--- config.mk ---
export PLATFORM = sky130hd
export DESIGN_NAME = red_pitaya_radiobox
export DESIGN_NICKNAME = d
export VERILOG_FILES = /design/src/common/rb_pkg.sv /design/src/hw/red_pitaya_radiobox.sv /design/src/hw/rb_led_mag.sv /design/src/osc/rb_mix_multadd.sv /design/src/osc/rb_dds.sv /design/src/hw/rb_enable_seq.sv /design/src/hw/rb_regs.sv
export SDC_FILE = /design/constraint.sdc
export NUM_CORES = 2
export LEC_CHECK = 0
export BUFFER_PORTS_ARGS = -buffer_cell sky130_fd_sc_hd__buf_2
export CAP_MARGIN = 40
export CELL_PAD_IN_SITES_DETAIL_PLACEMENT = 0
export CELL_PAD_IN_SITES_GLOBAL_PLACEMENT = 2
export CORE_MARGIN = 5
export CORE_UTILIZATION = 43
export DETAILED_ROUTE_END_ITERATION = 8
export GPL_TIMING_DRIVEN = 0
export MAX_ROUTING_LAYER = met4
export PLACE_DENSITY = 0.84
export SETUP_SLACK_MARGIN = 0.15
export SKIP_CTS_REPAIR_TIMING = 1
export SKIP_LAST_GASP = 1
export SYNTH_ARGS = -nofsm -noshare
export SYNTH_HDL_FRONTEND = slang
export SYNTH_HIERARCHICAL = 1
export SYNTH_SLANG_ARGS = --single-unit
export TNS_END_PERCENT = 30
--- constraint.sdc ---
create_clock -name clk_adc_125mhz -period 9.97 [get_ports clk_adc_125mhz]
set_clock_uncertainty 0.2 [all_clocks]
set_input_delay 0.4985 -clock clk_adc_125mhz [delete_from_list [all_inputs] [get_ports clk_adc_125mhz]]
set_output_delay 0.4985 -clock clk_adc_125mhz [all_outputs]
set_load 0.05 [all_outputs]
--- src/common/rb_pkg.sv ---
// RadioBox shared constants
package rb_pkg;

  // --------------------------------------------------------------------------
  // widths
  localparam int BUS_W      = 32;                 // system bus data
  localparam int ADDR_DEC_W = 20;                 // decoded low address bits
  localparam int PHASE_W    = 48;                 // dds phase and increment
  localparam int SAMPLE_W   = 16;                 // oscillator and output samples
  localparam int GAIN_W     = 33;                 // mixer gain with zero lsb appended
  localparam int HI_W       = 16;                 // bits kept in HI registers

  // --------------------------------------------------------------------------
  // register offsets
  localparam logic [ADDR_DEC_W-1:0] REG_CTRL            = 20'h00000;
  localparam logic [ADDR_DEC_W-1:0] REG_STATUS          = 20'h00004;  // read only
  localparam logic [ADDR_DEC_W-1:0] REG_LED_CTRL        = 20'h0001C;
  localparam logic [ADDR_DEC_W-1:0] REG_OSC1_INC_LO     = 20'h00020;
  localparam logic [ADDR_DEC_W-1:0] REG_OSC1_INC_HI     = 20'h00024;
  localparam logic [ADDR_DEC_W-1:0] REG_OSC1_OFS_LO     = 20'h00028;
  localparam logic [ADDR_DEC_W-1:0] REG_OSC1_OFS_HI     = 20'h0002C;
  localparam logic [ADDR_DEC_W-1:0] REG_OSC1_MIX_GAIN   = 20'h00030;  // signed
  localparam logic [ADDR_DEC_W-1:0] REG_OSC1_MIX_OFS_LO = 20'h00038;
  localparam logic [ADDR_DEC_W-1:0] REG_OSC1_MIX_OFS_HI = 20'h0003C;

  // control bits
  localparam int CTRL_ENABLE      = 0;            // box on
  localparam int CTRL_RESET_OSC1  = 1;            // hold osc1 in reset
  localparam int CTRL_OSC1_RESYNC = 4;            // phase accumulator held at zero

  // status bits
  localparam int STAT_CLK_EN         = 0;
  localparam int STAT_RESET          = 1;         // core reset_n
  localparam int STAT_LEDS_EN        = 2;
  localparam int STAT_OSC1_ZERO      = 4;
  localparam int STAT_OSC1_VALID     = 5;
  localparam int STAT_OSC1_MIX_VALID = 6;
  localparam int STAT_LED_LSB        = 24;        // 31:24 mirror the leds

  // --------------------------------------------------------------------------
  // led indicator modes
  localparam int LED_CTRL_W = 4;
  localparam logic [LED_CTRL_W-1:0] LED_DISABLED = 4'd0;  // leds untouched
  localparam logic [LED_CTRL_W-1:0] LED_OFF      = 4'd1;  // all dark
  localparam logic [LED_CTRL_W-1:0] LED_MIX1_MAG = 4'd2;  // mixer magnitude
  localparam logic [LED_CTRL_W-1:0] LED_OSC1_MAG = 4'd3;  // oscillator magnitude

  // timing
  localparam int MIX_LATENCY = 7;                 // multiply-add pipeline depth
  localparam int ENABLE_HOLD = 3;                 // sequencer counter load
  localparam int LED_CTR_W   = 20;                // led update divider, about 120 Hz

endpackage
--- src/hw/red_pitaya_radiobox.sv ---
// RadioBox top level
`timescale 1ns/1ps

module red_pitaya_radiobox (
  input  logic                        clk_adc_125mhz,  // 125 MHz adc clock
  input  logic                        adc_rstn_i,      // sync, active low
  input  logic [rb_pkg::BUS_W-1:0]    sys_addr_i,
  input  logic [rb_pkg::BUS_W-1:0]    sys_wdata_i,
  input  logic                        sys_wen_i,
  input  logic                        sys_ren_i,
  output logic [rb_pkg::BUS_W-1:0]    sys_rdata_o,
  output logic                        sys_ack_o,
  output logic                        rb_en_o,         // output samples valid
  output logic [rb_pkg::SAMPLE_W-1:0] rb_out_ch_o,
  output logic                        rb_leds_en_o,
  output logic [7:0]                  rb_leds_data_o
);

  logic                          ctrl_enable;
  logic                          ctrl_reset_osc1;
  logic                          ctrl_resync;
  logic [rb_pkg::LED_CTRL_W-1:0] led_mode;
  logic [rb_pkg::PHASE_W-1:0]    osc1_inc;
  logic [rb_pkg::PHASE_W-1:0]    osc1_ofs;
  logic [rb_pkg::PHASE_W-1:0]    mix_ofs;
  logic [rb_pkg::BUS_W-1:0]      mix_gain;
  logic                          core_clk_en;
  logic                          core_rst_n;
  logic                          osc1_rst_n;     // core reset plus osc1 reset bit
  logic [rb_pkg::SAMPLE_W-1:0]   sample;
  logic                          sample_vld;
  logic [rb_pkg::PHASE_W-1:0]    mix_out;
  logic                          mix_vld;

  assign osc1_rst_n = core_rst_n & ~ctrl_reset_osc1;

  // --------------------------------------------------------------------------
  // control
  rb_regs u_regs (
    .clk_adc_125mhz   (clk_adc_125mhz),
    .adc_rstn_i       (adc_rstn_i),
    .sys_addr_i       (sys_addr_i),
    .sys_wdata_i      (sys_wdata_i),
    .sys_wen_i        (sys_wen_i),
    .sys_ren_i        (sys_ren_i),
    .sys_rdata_o      (sys_rdata_o),
    .sys_ack_o        (sys_ack_o),
    .core_clk_en_i    (core_clk_en),
    .core_rst_n_i     (core_rst_n),
    .leds_en_i        (rb_leds_en_o),
    .osc1_vld_i       (sample_vld),
    .mix_vld_i        (mix_vld),
    .osc1_sample_i    (sample),
    .leds_data_i      (rb_leds_data_o),
    .ctrl_enable_o    (ctrl_enable),
    .ctrl_reset_osc1_o(ctrl_reset_osc1),
    .ctrl_resync_o    (ctrl_resync),
    .led_mode_o       (led_mode),
    .osc1_inc_o       (osc1_inc),
    .osc1_ofs_o       (osc1_ofs),
    .mix_ofs_o        (mix_ofs),
    .mix_gain_o       (mix_gain)
  );

  rb_enable_seq u_enable_seq (
    .clk_adc_125mhz(clk_adc_125mhz),
    .adc_rstn_i    (adc_rstn_i),
    .ctrl_enable_i (ctrl_enable),
    .core_clk_en_o (core_clk_en),
    .core_rst_n_o  (core_rst_n)
  );

  // --------------------------------------------------------------------------
  // carrier datapath
  rb_dds u_osc1_dds (
    .clk_adc_125mhz(clk_adc_125mhz),
    .clk_en_i      (core_clk_en),
    .rst_n_i       (osc1_rst_n),
    .resync_i      (ctrl_resync),
    .inc_i         (osc1_inc),
    .ofs_i         (osc1_ofs),
    .sample_o      (sample),
    .sample_vld_o  (sample_vld)
  );

  rb_mix_multadd u_osc1_mix (
    .clk_adc_125mhz(clk_adc_125mhz),
    .clk_en_i      (core_clk_en),
    .sclr_i        (~core_rst_n),                 // cleared while the core sleeps
    .a_i           (sample),
    .gain_i        (mix_gain),
    .ofs_i         (mix_ofs),
    .vld_i         (sample_vld),
    .mix_o         (mix_out),
    .vld_o         (mix_vld)
  );

  rb_led_mag u_led_mag (
    .clk_adc_125mhz(clk_adc_125mhz),
    .adc_rstn_i    (adc_rstn_i),
    .core_rst_n_i  (core_rst_n),
    .mode_i        (led_mode),
    .rb_en_i       (mix_vld),
    .osc1_i        (sample),
    .mix1_i        (mix_out[rb_pkg::PHASE_W-1 -: rb_pkg::SAMPLE_W]),
    .leds_en_o     (rb_leds_en_o),
    .leds_data_o   (rb_leds_data_o)
  );

  assign rb_en_o     = mix_vld;
  assign rb_out_ch_o = mix_out[rb_pkg::PHASE_W-1 -: rb_pkg::SAMPLE_W];  // top 16 bits

endmodule

--- src/hw/rb_led_mag.sv ---
// RadioBox LED magnitude indicator
`timescale 1ns/1ps

module rb_led_mag (
  input  logic                          clk_adc_125mhz,
  input  logic                          adc_rstn_i,
  input  logic                          core_rst_n_i,
  input  logic [rb_pkg::LED_CTRL_W-1:0] mode_i,
  input  logic                          rb_en_i,       // mixer output valid
  input  logic [rb_pkg::SAMPLE_W-1:0]   osc1_i,
  input  logic [rb_pkg::SAMPLE_W-1:0]   mix1_i,
  output logic                          leds_en_o,
  output logic [7:0]                    leds_data_o
);

  logic [rb_pkg::LED_CTR_W-1:0] led_ctr;   // update divider

  // thermometer code of a 15 bit magnitude
  function automatic logic [3:0] bar_level(input logic [14:0] m);
    logic [3:0] bar;
    bar = 4'b0000;
    if (m[14]) bar = 4'b1111;
    else if (|m[14:12]) bar = 4'b0111;
    else if (|m[14:10]) bar = 4'b0011;
    else if (|m) bar = 4'b0001;
    return bar;
  endfunction

  // positive values light the upper four, negative ones the lower four
  function automatic logic [7:0] fct_mag(input logic [15:0] val);
    logic [3:0] lvl;
    logic [7:0] leds;
    if (!val[15]) begin
      lvl  = bar_level(val[14:0]);
      leds = {lvl, 4'b0000};
    end else begin
      lvl  = bar_level(~val[14:0]);                   // -1 maps to level zero
      leds = {4'b0000, 1'b1, lvl[1], lvl[2], lvl[3]};  // mirrored, led3 always on
    end
    return leds;
  endfunction

  always_ff @(posedge clk_adc_125mhz) begin
    if (!adc_rstn_i || !core_rst_n_i) begin
      leds_en_o   <= 1'b0;
      leds_data_o <= '0;
      led_ctr     <= '0;
    end else if ((mode_i != rb_pkg::LED_DISABLED) && rb_en_i) begin
      leds_en_o <= 1'b1;                             // indicator owns the leds
      led_ctr   <= led_ctr + 1'b1;
      if (led_ctr == '0) begin                       // refresh once per divider wrap
        case (mode_i)
          rb_pkg::LED_OFF:      leds_data_o <= '0;
          rb_pkg::LED_MIX1_MAG: leds_data_o <= fct_mag(mix1_i);
          rb_pkg::LED_OSC1_MAG: leds_data_o <= fct_mag(osc1_i);
          default:              leds_data_o <= '0;   // unassigned modes stay dark
        endcase
      end
    end else begin
      leds_en_o   <= 1'b0;
      leds_data_o <= '0;
      led_ctr     <= '0;
    end
  end

endmodule

--- src/osc/rb_mix_multadd.sv ---
// OSC1 mixer multiply-add pipeline
`timescale 1ns/1ps

module rb_mix_multadd (
  input  logic                               clk_adc_125mhz,
  input  logic                               clk_en_i,
  input  logic                               sclr_i,      // active high clear
  input  logic signed [rb_pkg::SAMPLE_W-1:0] a_i,
  input  logic        [rb_pkg::BUS_W-1:0]    gain_i,
  input  logic        [rb_pkg::PHASE_W-1:0]  ofs_i,
  input  logic                               vld_i,
  output logic        [rb_pkg::PHASE_W-1:0]  mix_o,
  output logic                               vld_o
);

  localparam int LAT = rb_pkg::MIX_LATENCY;

  logic signed [rb_pkg::GAIN_W-1:0]                 gain_ext;  // gain with zero lsb
  logic signed [rb_pkg::SAMPLE_W+rb_pkg::GAIN_W-1:0] prod;     // full signed product
  logic        [rb_pkg::PHASE_W-1:0]                madd;
  logic        [rb_pkg::PHASE_W-1:0]                pipe_q [LAT];
  logic        [LAT-1:0]                            vld_q;     // valid rides beside data

  assign gain_ext = {gain_i, 1'b0};
  assign prod     = a_i * gain_ext;                  // both operands signed
  assign madd     = prod[rb_pkg::PHASE_W-1:0] + ofs_i;  // keep low 48 bits

  // --------------------------------------------------------------------------
  // seven stage delay, advances only on enabled cycles
  always_ff @(posedge clk_adc_125mhz) begin
    if (sclr_i) begin
      vld_q <= '0;
      for (int i = 0; i < LAT; i++) begin
        pipe_q[i] <= '0;
      end
    end else if (clk_en_i) begin
      pipe_q[0] <= madd;
      for (int i = 1; i < LAT; i++) begin
        pipe_q[i] <= pipe_q[i-1];
      end
      vld_q <= {vld_q[LAT-2:0], vld_i};
    end
  end

  assign mix_o = pipe_q[LAT-1];
  assign vld_o = vld_q[LAT-1];

endmodule

--- src/osc/rb_dds.sv ---
// OSC1 phase accumulator
`timescale 1ns/1ps

module rb_dds (
  input  logic                        clk_adc_125mhz,
  input  logic                        clk_en_i,
  input  logic                        rst_n_i,          // core reset and osc1 reset
  input  logic                        resync_i,
  input  logic [rb_pkg::PHASE_W-1:0]  inc_i,
  input  logic [rb_pkg::PHASE_W-1:0]  ofs_i,
  output logic [rb_pkg::SAMPLE_W-1:0] sample_o,
  output logic                        sample_vld_o
);

  logic [rb_pkg::PHASE_W-1:0] acc;         // running phase
  logic [rb_pkg::PHASE_W-1:0] phase;       // phase with offset applied

  assign phase = acc + ofs_i;              // wraps modulo 2^48

  always_ff @(posedge clk_adc_125mhz) begin
    if (!rst_n_i) begin
      acc          <= '0;
      sample_o     <= '0;
      sample_vld_o <= 1'b0;
    end else if (clk_en_i) begin
      if (resync_i) begin
        acc <= '0;                         // parked at zero phase
      end else begin
        acc <= acc + inc_i;
      end
      // the waveform is the phase itself, a sawtooth
      sample_o     <= phase[rb_pkg::PHASE_W-1 -: rb_pkg::SAMPLE_W];
      sample_vld_o <= 1'b1;                // valid from the first enabled cycle
    end
  end

endmodule

--- src/hw/rb_enable_seq.sv ---
// RadioBox enable sequencer
`timescale 1ns/1ps

module rb_enable_seq (
  input  logic clk_adc_125mhz,
  input  logic adc_rstn_i,
  input  logic ctrl_enable_i,
  output logic core_clk_en_o,
  output logic core_rst_n_o
);

  logic       enable_last;                 // enable of the previous cycle
  logic [1:0] hold_ctr;                    // settle time between the two steps

  always_ff @(posedge clk_adc_125mhz) begin
    if (!adc_rstn_i) begin
      enable_last   <= 1'b0;
      core_clk_en_o <= 1'b0;
      core_rst_n_o  <= 1'b0;
      hold_ctr      <= '0;
    end else begin
      enable_last <= ctrl_enable_i;
      if (ctrl_enable_i != enable_last) begin
        hold_ctr <= 2'(rb_pkg::ENABLE_HOLD);        // restart on any edge of enable
        if (ctrl_enable_i) begin
          core_clk_en_o <= 1'b1;                   // clocks first when waking up
        end else begin
          core_rst_n_o <= 1'b0;                    // reset first when going to sleep
        end
      end else if (hold_ctr != '0) begin
        hold_ctr <= hold_ctr - 2'd1;
      end else if (ctrl_enable_i) begin
        core_rst_n_o <= 1'b1;                      // release the core
      end else begin
        core_clk_en_o <= 1'b0;                     // stop the clocks
      end
    end
  end

endmodule

--- src/hw/rb_regs.sv ---
// RadioBox register bank
`timescale 1ns/1ps

module rb_regs (
  input  logic                          clk_adc_125mhz,
  input  logic                          adc_rstn_i,      // sync, active low
  input  logic [rb_pkg::BUS_W-1:0]      sys_addr_i,
  input  logic [rb_pkg::BUS_W-1:0]      sys_wdata_i,
  input  logic                          sys_wen_i,
  input  logic                          sys_ren_i,
  output logic [rb_pkg::BUS_W-1:0]      sys_rdata_o,
  output logic                          sys_ack_o,
  input  logic                          core_clk_en_i,
  input  logic                          core_rst_n_i,
  input  logic                          leds_en_i,
  input  logic                          osc1_vld_i,
  input  logic                          mix_vld_i,
  input  logic [rb_pkg::SAMPLE_W-1:0]   osc1_sample_i,
  input  logic [7:0]                    leds_data_i,
  output logic                          ctrl_enable_o,
  output logic                          ctrl_reset_osc1_o,
  output logic                          ctrl_resync_o,
  output logic [rb_pkg::LED_CTRL_W-1:0] led_mode_o,
  output logic [rb_pkg::PHASE_W-1:0]    osc1_inc_o,
  output logic [rb_pkg::PHASE_W-1:0]    osc1_ofs_o,
  output logic [rb_pkg::PHASE_W-1:0]    mix_ofs_o,
  output logic [rb_pkg::BUS_W-1:0]      mix_gain_o
);

  logic [rb_pkg::ADDR_DEC_W-1:0] addr;   // decoded part of the bus address
  logic [rb_pkg::BUS_W-1:0]      ctrl;
  logic [rb_pkg::BUS_W-1:0]      led_ctrl;
  logic [rb_pkg::BUS_W-1:0]      inc_lo;
  logic [rb_pkg::HI_W-1:0]       inc_hi;
  logic [rb_pkg::BUS_W-1:0]      ofs_lo;
  logic [rb_pkg::HI_W-1:0]       ofs_hi;
  logic [rb_pkg::BUS_W-1:0]      mix_gain;
  logic [rb_pkg::BUS_W-1:0]      mix_ofs_lo;
  logic [rb_pkg::HI_W-1:0]       mix_ofs_hi;
  logic [rb_pkg::BUS_W-1:0]      status;
  logic [rb_pkg::BUS_W-1:0]      rdata_mux;

  assign addr = sys_addr_i[rb_pkg::ADDR_DEC_W-1:0];

  // --------------------------------------------------------------------------
  // register writes, effective at the sampling edge
  always_ff @(posedge clk_adc_125mhz) begin
    if (!adc_rstn_i) begin
      ctrl       <= '0;
      led_ctrl   <= '0;
      inc_lo     <= '0;
      inc_hi     <= '0;
      ofs_lo     <= '0;
      ofs_hi     <= '0;
      mix_gain   <= '0;
      mix_ofs_lo <= '0;
      mix_ofs_hi <= '0;
    end else if (sys_wen_i) begin
      case (addr)
        rb_pkg::REG_CTRL:            ctrl       <= sys_wdata_i;
        rb_pkg::REG_LED_CTRL:        led_ctrl   <= sys_wdata_i;
        rb_pkg::REG_OSC1_INC_LO:     inc_lo     <= sys_wdata_i;
        rb_pkg::REG_OSC1_INC_HI:     inc_hi     <= sys_wdata_i[rb_pkg::HI_W-1:0];
        rb_pkg::REG_OSC1_OFS_LO:     ofs_lo     <= sys_wdata_i;
        rb_pkg::REG_OSC1_OFS_HI:     ofs_hi     <= sys_wdata_i[rb_pkg::HI_W-1:0];
        rb_pkg::REG_OSC1_MIX_GAIN:   mix_gain   <= sys_wdata_i;
        rb_pkg::REG_OSC1_MIX_OFS_LO: mix_ofs_lo <= sys_wdata_i;
        rb_pkg::REG_OSC1_MIX_OFS_HI: mix_ofs_hi <= sys_wdata_i[rb_pkg::HI_W-1:0];
        default: ;                                     // status and holes ignore writes
      endcase
    end
  end

  // status snapshot, taken every cycle
  always_ff @(posedge clk_adc_125mhz) begin
    if (!adc_rstn_i) begin
      status <= '0;
    end else begin
      status                              <= '0;
      status[rb_pkg::STAT_CLK_EN]         <= core_clk_en_i;
      status[rb_pkg::STAT_RESET]          <= core_rst_n_i;
      status[rb_pkg::STAT_LEDS_EN]        <= leds_en_i;
      status[rb_pkg::STAT_OSC1_ZERO]      <= osc1_vld_i && (osc1_sample_i == '0);  // only valid samples
      status[rb_pkg::STAT_OSC1_VALID]     <= osc1_vld_i;
      status[rb_pkg::STAT_OSC1_MIX_VALID] <= mix_vld_i;
      status[rb_pkg::STAT_LED_LSB +: 8]   <= leds_data_i;
    end
  end

  // --------------------------------------------------------------------------
  // read mux, unmapped reads return zero
  always_comb begin
    rdata_mux = '0;
    case (addr)
      rb_pkg::REG_CTRL:            rdata_mux = ctrl;
      rb_pkg::REG_STATUS:          rdata_mux = status;
      rb_pkg::REG_LED_CTRL:        rdata_mux = led_ctrl;
      rb_pkg::REG_OSC1_INC_LO:     rdata_mux = inc_lo;
      rb_pkg::REG_OSC1_INC_HI:     rdata_mux[rb_pkg::HI_W-1:0] = inc_hi;
      rb_pkg::REG_OSC1_OFS_LO:     rdata_mux = ofs_lo;
      rb_pkg::REG_OSC1_OFS_HI:     rdata_mux[rb_pkg::HI_W-1:0] = ofs_hi;
      rb_pkg::REG_OSC1_MIX_GAIN:   rdata_mux = mix_gain;
      rb_pkg::REG_OSC1_MIX_OFS_LO: rdata_mux = mix_ofs_lo;
      rb_pkg::REG_OSC1_MIX_OFS_HI: rdata_mux[rb_pkg::HI_W-1:0] = mix_ofs_hi;
      default: ;
    endcase
  end

  always_ff @(posedge clk_adc_125mhz) begin
    if (!adc_rstn_i) begin
      sys_ack_o <= 1'b0;
    end else begin
      sys_ack_o <= sys_wen_i | sys_ren_i;              // one cycle after every request
    end
  end

  always_ff @(posedge clk_adc_125mhz) begin
    if (sys_ren_i) begin
      sys_rdata_o <= rdata_mux;                        // valid together with ack
    end
  end

  assign ctrl_enable_o     = ctrl[rb_pkg::CTRL_ENABLE];
  assign ctrl_reset_osc1_o = ctrl[rb_pkg::CTRL_RESET_OSC1];
  assign ctrl_resync_o     = ctrl[rb_pkg::CTRL_OSC1_RESYNC];
  assign led_mode_o        = led_ctrl[rb_pkg::LED_CTRL_W-1:0];
  assign osc1_inc_o        = {inc_hi, inc_lo};
  assign osc1_ofs_o        = {ofs_hi, ofs_lo};
  assign mix_ofs_o         = {mix_ofs_hi, mix_ofs_lo};
  assign mix_gain_o        = mix_gain;

endmodule

=== Word level (Yosys, flattened, before mapping) ===
Memory sizes are Yosys's and may differ from the RTL's.
Index checks and enable logic that the tools add are counted.

* Register bits: 411
* Bits in writable memories: 336
* Input port bits: 68
* Output and inout port bits: 59
* Memories kept: 1

{| class="wikitable"
|+ Memory list
! memory !! depth !! bits a word !! read ports !! clocked after Yosys merged registers in !! wr ports !! RTL line !! source
|-
| u_osc1_mix.pipe_q || 7 || 48 || 7 || 0 || 7 || rb_mix_multadd.sv:21 || <nowiki>logic [rb_pkg::PHASE_W-1:0] pipe_q [LAT];</nowiki>
|}

* $add $sub $neg: 5
* $mul: 1
* Equal/unequal tests: 16
* Multiplexer cells: 42
* Bitwise gates (word level): 13
* Reductions and logical operators: 36

{| class="wikitable"
|+ Operators with widths
! cell !! count
|-
| 2-to-1 mux 48 bit || 8
|-
| one-hot mux 16 bit (10 select lines) || 1
|-
| adder 48 bit || 3
|-
| == test 20 x 6 -> 1 bit, second input constant || 7
|-
| one-hot mux 16 bit (7 select lines) || 1
|-
| OR reduction 15 bit || 4
|-
| 2-to-1 mux 4 bit || 12
|-
| multiplier 16 x 32 -> 47 bit || 1
|-
| zero test 20 bit || 2
|-
| inverter 15 bit || 2
|-
| adder 20 x 1 -> 20 bit, second input constant || 1
|-
| == test 20 x 3 -> 1 bit, second input constant || 1
|-
| == test 20 x 5 -> 1 bit, second input constant || 1
|-
| OR reduction 5 bit || 4
|-
| AND reduction 2 bit || 9
|-
| zero test 16 bit || 1
|-
| 2-to-1 mux 8 bit || 2
|-
| one-hot mux 8 bit (2 select lines) || 1
|-
| 2-to-1 mux 1 bit || 15
|-
| OR reduction 3 bit || 4
|-
| == test 4 x 2 -> 1 bit, second input constant || 2
|-
| bitwise OR 1 bit || 8
|-
| AND reduction 3 bit || 2
|-
| nonzero test 2 bit || 3
|-
| other kinds (12) || 18
|}

=== Depth between registers and ports, before layout ===
An unclocked memory read counts as a cell.

* Word-level depth: 9
* Gate-level depth with buffers: 40

=== Modules after synthesis ===
The synthesis kept the hierarchy.

{| class="wikitable"
|+ By module, submodules not included
! module !! instances !! cells an instance !! area each (um^2) !! seq. area each (um^2)
|-
| rb_mix_multadd || 1 || 3113 || 32807.7 || 10229.8
|-
| rb_regs || 1 || 1452 || 12411.9 || 6065.8
|-
| rb_dds || 1 || 792 || 6501.2 || 1301.2
|-
| rb_led_mag || 1 || 186 || 1496.4 || 580.6
|-
| rb_enable_seq || 1 || 23 || 219.0 || 100.1
|-
| red_pitaya_radiobox || 1 || 2 || 17.5 || 0.0
|}

=== Worst setup path after synthesis ===
OpenSTA, ideal clock, no wires.

* Path type: reg-to-reg
* From: register u_regs.mix_gain, in the netlist u_regs/mix_gain_o[13]
* To: memory u_osc1_mix/pipe_q[0][44] (netlist name), data pin
* Setup time: 0.267 ns
* Data arrival time: 8.056 ns
* Required time: 9.503 ns
* Setup slack: 1.447 ns
* Cell stages (with the launch flop): 40
* Path through: dfxtp_1 > clkbuf_1 > nand2_1 > fa_1 > inv_1 > fa_1 > inv_1 > fa_1 > inv_1 > fa_1 > fa_1 > inv_1 > fa_1 > inv_1 > ha_1 > o21a_1 > o21ai_0 > nand2b_1 > [4 not listed] > o21a_1 > o21a_1 > o21ai_0 > nand2b_1 > xor2_1 > ha_1 > a21o_1 > a21o_1 > a21oi_1 > nor2b_1 > o21a_1 > o21a_1 > o21ai_0 > nand2b_1 > a31oi_1 > nor3b_1 > a221oi_1 > mux2i_1

{| class="wikitable"
|+ RTL lines
! element !! RTL line !! source
|-
| start, declared || rb_regs.sv:37 || <nowiki>logic [rb_pkg::BUS_W-1:0] mix_gain;</nowiki>
|-
| start signal, assigned || rb_regs.sv:66 || <nowiki>rb_pkg::REG_OSC1_MIX_GAIN: mix_gain <= sys_wdata_i;</nowiki>
|-
| end, declared || rb_mix_multadd.sv:21 ||
|}

==> reports/qor.yml <==
grt_max_degree: 58
dieArea_um2: 110000
whs_ps: -0.900
drt_iter0_markers: 2905
grt_pass1_wl_mm: 244
antenna_found_initial: 5
rsz0062_at_grt: "yes"
leakage_nw: 22.2
antenna_left: 0
drcViolationCount: 0
io_buffers: 96
arrival_ps: 9840
clk_latency_ps: 660
drive_gt1_share_pct: 10.2
wl_per_cell_um: 24.8
coreArea_um2: 103000
min_period_ps: 9670
cts.path.max_buffers: 3
critPathSlowestCell: "o211ai_1"
fmax_mhz: 103
avgSynthCellArea_um2: 8.91
vias: 37100
total_power_mw: 4.54
die_y_um: 332
syn_to_final_growth_pct: 12.1
gp_congestion: 0.990
cts_buffers: 56
h-tree-depth: 2
worstPathMaxFanout: 10
finalCritPeriodShare_pct: 97.0
end_kind: "flip-flop"
setup_viol: 0
wirelength_mm: 165
io_pins: 127
drt-pass1-iter-count: 7
crit_path_max_incr_delay_ps: 690
clk_pin_slew_worst_paths_ps: 60
synth_nets: 5818
cts_tree: "yes"
path_buf_inv: 3
die_w_um: 332
final_cells: 6665
crit_top_cell: "fa_1"
layout_commonest_cell: "nand2_1"
crit_required_ps: 10140
power.density_nw_per_um2: 90.6
irDropWorstVdd_mv: 0.139
root_buffer: "clkbuf_16"
dpl.hpwl_mm: 135
tightest_slew_ps: 1020
r2r_setup_slack_ps: 300
status: "complete, but fails checks"
min_path_type: "in -> reg"
fillers: 10200
track_usage_pct: 30.2
drv_slew: 0
critPathTopFamily: "adder cells"
start_util_pct: 43.2
grt_pass1_vias: 37000
worstSetupPathType: "reg -> reg"
fin_nets: 6042
yosys_warnings: 6
max_slew_margin_pct: 31.8
via_per_inst: 5.57
start_kind: "flip-flop"
place_inst: 6528
maxCapViolCount: 0
grt-ovfl-total: 0
finalHoldViolCount: 1
cts_sinks: 505
placementRows: 118
failed_checks: "negative hold slack"
layout_common_cells: "nand2_1, inv_1, fa_1, dfxtp_1, and2_1"
synth_area_um2: 44700
syn_inst: 5011
-- per-layer routing --
layer	GRT usage, %	routed length (µm)
met5	-	0
met4	13.4	9250
met3	2.73	9030
met2	49.0	77600
met1	38.9	69400
-- final timing paths --
path / startpoint / to / depth (start not counted)
worst max register to register: u_osc1_dds/sample_o[6] / u_osc1_mix/pipe_q[0][45] / 30
worst min register to register: u_regs/ctrl[2] / u_regs/ctrl[2] / 2
worst min-delay path: sys_wdata_i[11] / u_regs/mix_ofs_hi[11] / 3
worst max-delay path: u_osc1_dds/sample_o[6] / u_osc1_mix/pipe_q[0][45] / 30
-- worst reg2reg max path: cells and delay by family, from the launching register on --
family,cells,cell delay (ps)
buffers and inverters,3,480
AOI/OAI and AO/OA,10,3110
and+or+nand+nor,7,1210
xor gates and xnor gates,2,330
DFF,1,460
adders and majority gates,8,3610
-- stage by stage --
stage / utilization, % / setup TNS [ps] / area (µm²) / setup slack, ps
after floorplan: - / 0 / 44700 / 1460
after global placement: 45.4 / -9270 / 46900 / -1270
after detailed placement: 45.8 / -4690 / 47300 / -715
after CTS: 47.7 / -5530 / 49300 / -793
after global routing: 48.5 / 0 / 50100 / 64.8
final: 48.5 / 0 / 50100 / 301
-- power breakdown --
part / total, mW / internal, mW / switching [mW]
Sequential: 2.10 / 2.10 / 0.00279
Combinational: 0.181 / 0.0503 / 0.130
Clock: 2.25 / 1.32 / 0.934
Total: 4.54 / 3.47 / 1.07
-- cell type report --
cell class | count | area [µm²] | area share (%)
multi-input cells | 3579 | 29500 | 59.0
clock inverters | 36 | 482 | 0.962
clock buffers | 70 | 1520 | 3.03
inverters | 609 | 2290 | 4.56
plain buffers | 318 | 1650 | 3.28
repair buffers | 166 | 1190 | 2.38
flip-flops and latches | 505 | 11700 | 23.4
well taps | 1380 | 1730 | 3.45
diodes | 2 | 5.00 | 0.00999
-- state kept, by name (all words and copies together) (netlist names), 20 cells and up --
name / cells
u_regs/led_ctrl: 32
u_regs/ofs_lo: 32
u_regs/sys_rdata_o: 32
u_regs/inc_lo: 32
u_osc1_dds/acc: 48
u_osc1_mix/pipe_q: 112
u_regs/ctrl: 32
u_led_mag/led_ctr: 20
u_regs/mix_gain_o: 32
u_regs/mix_ofs_lo: 32
Power figures use the tool's default switching activity.
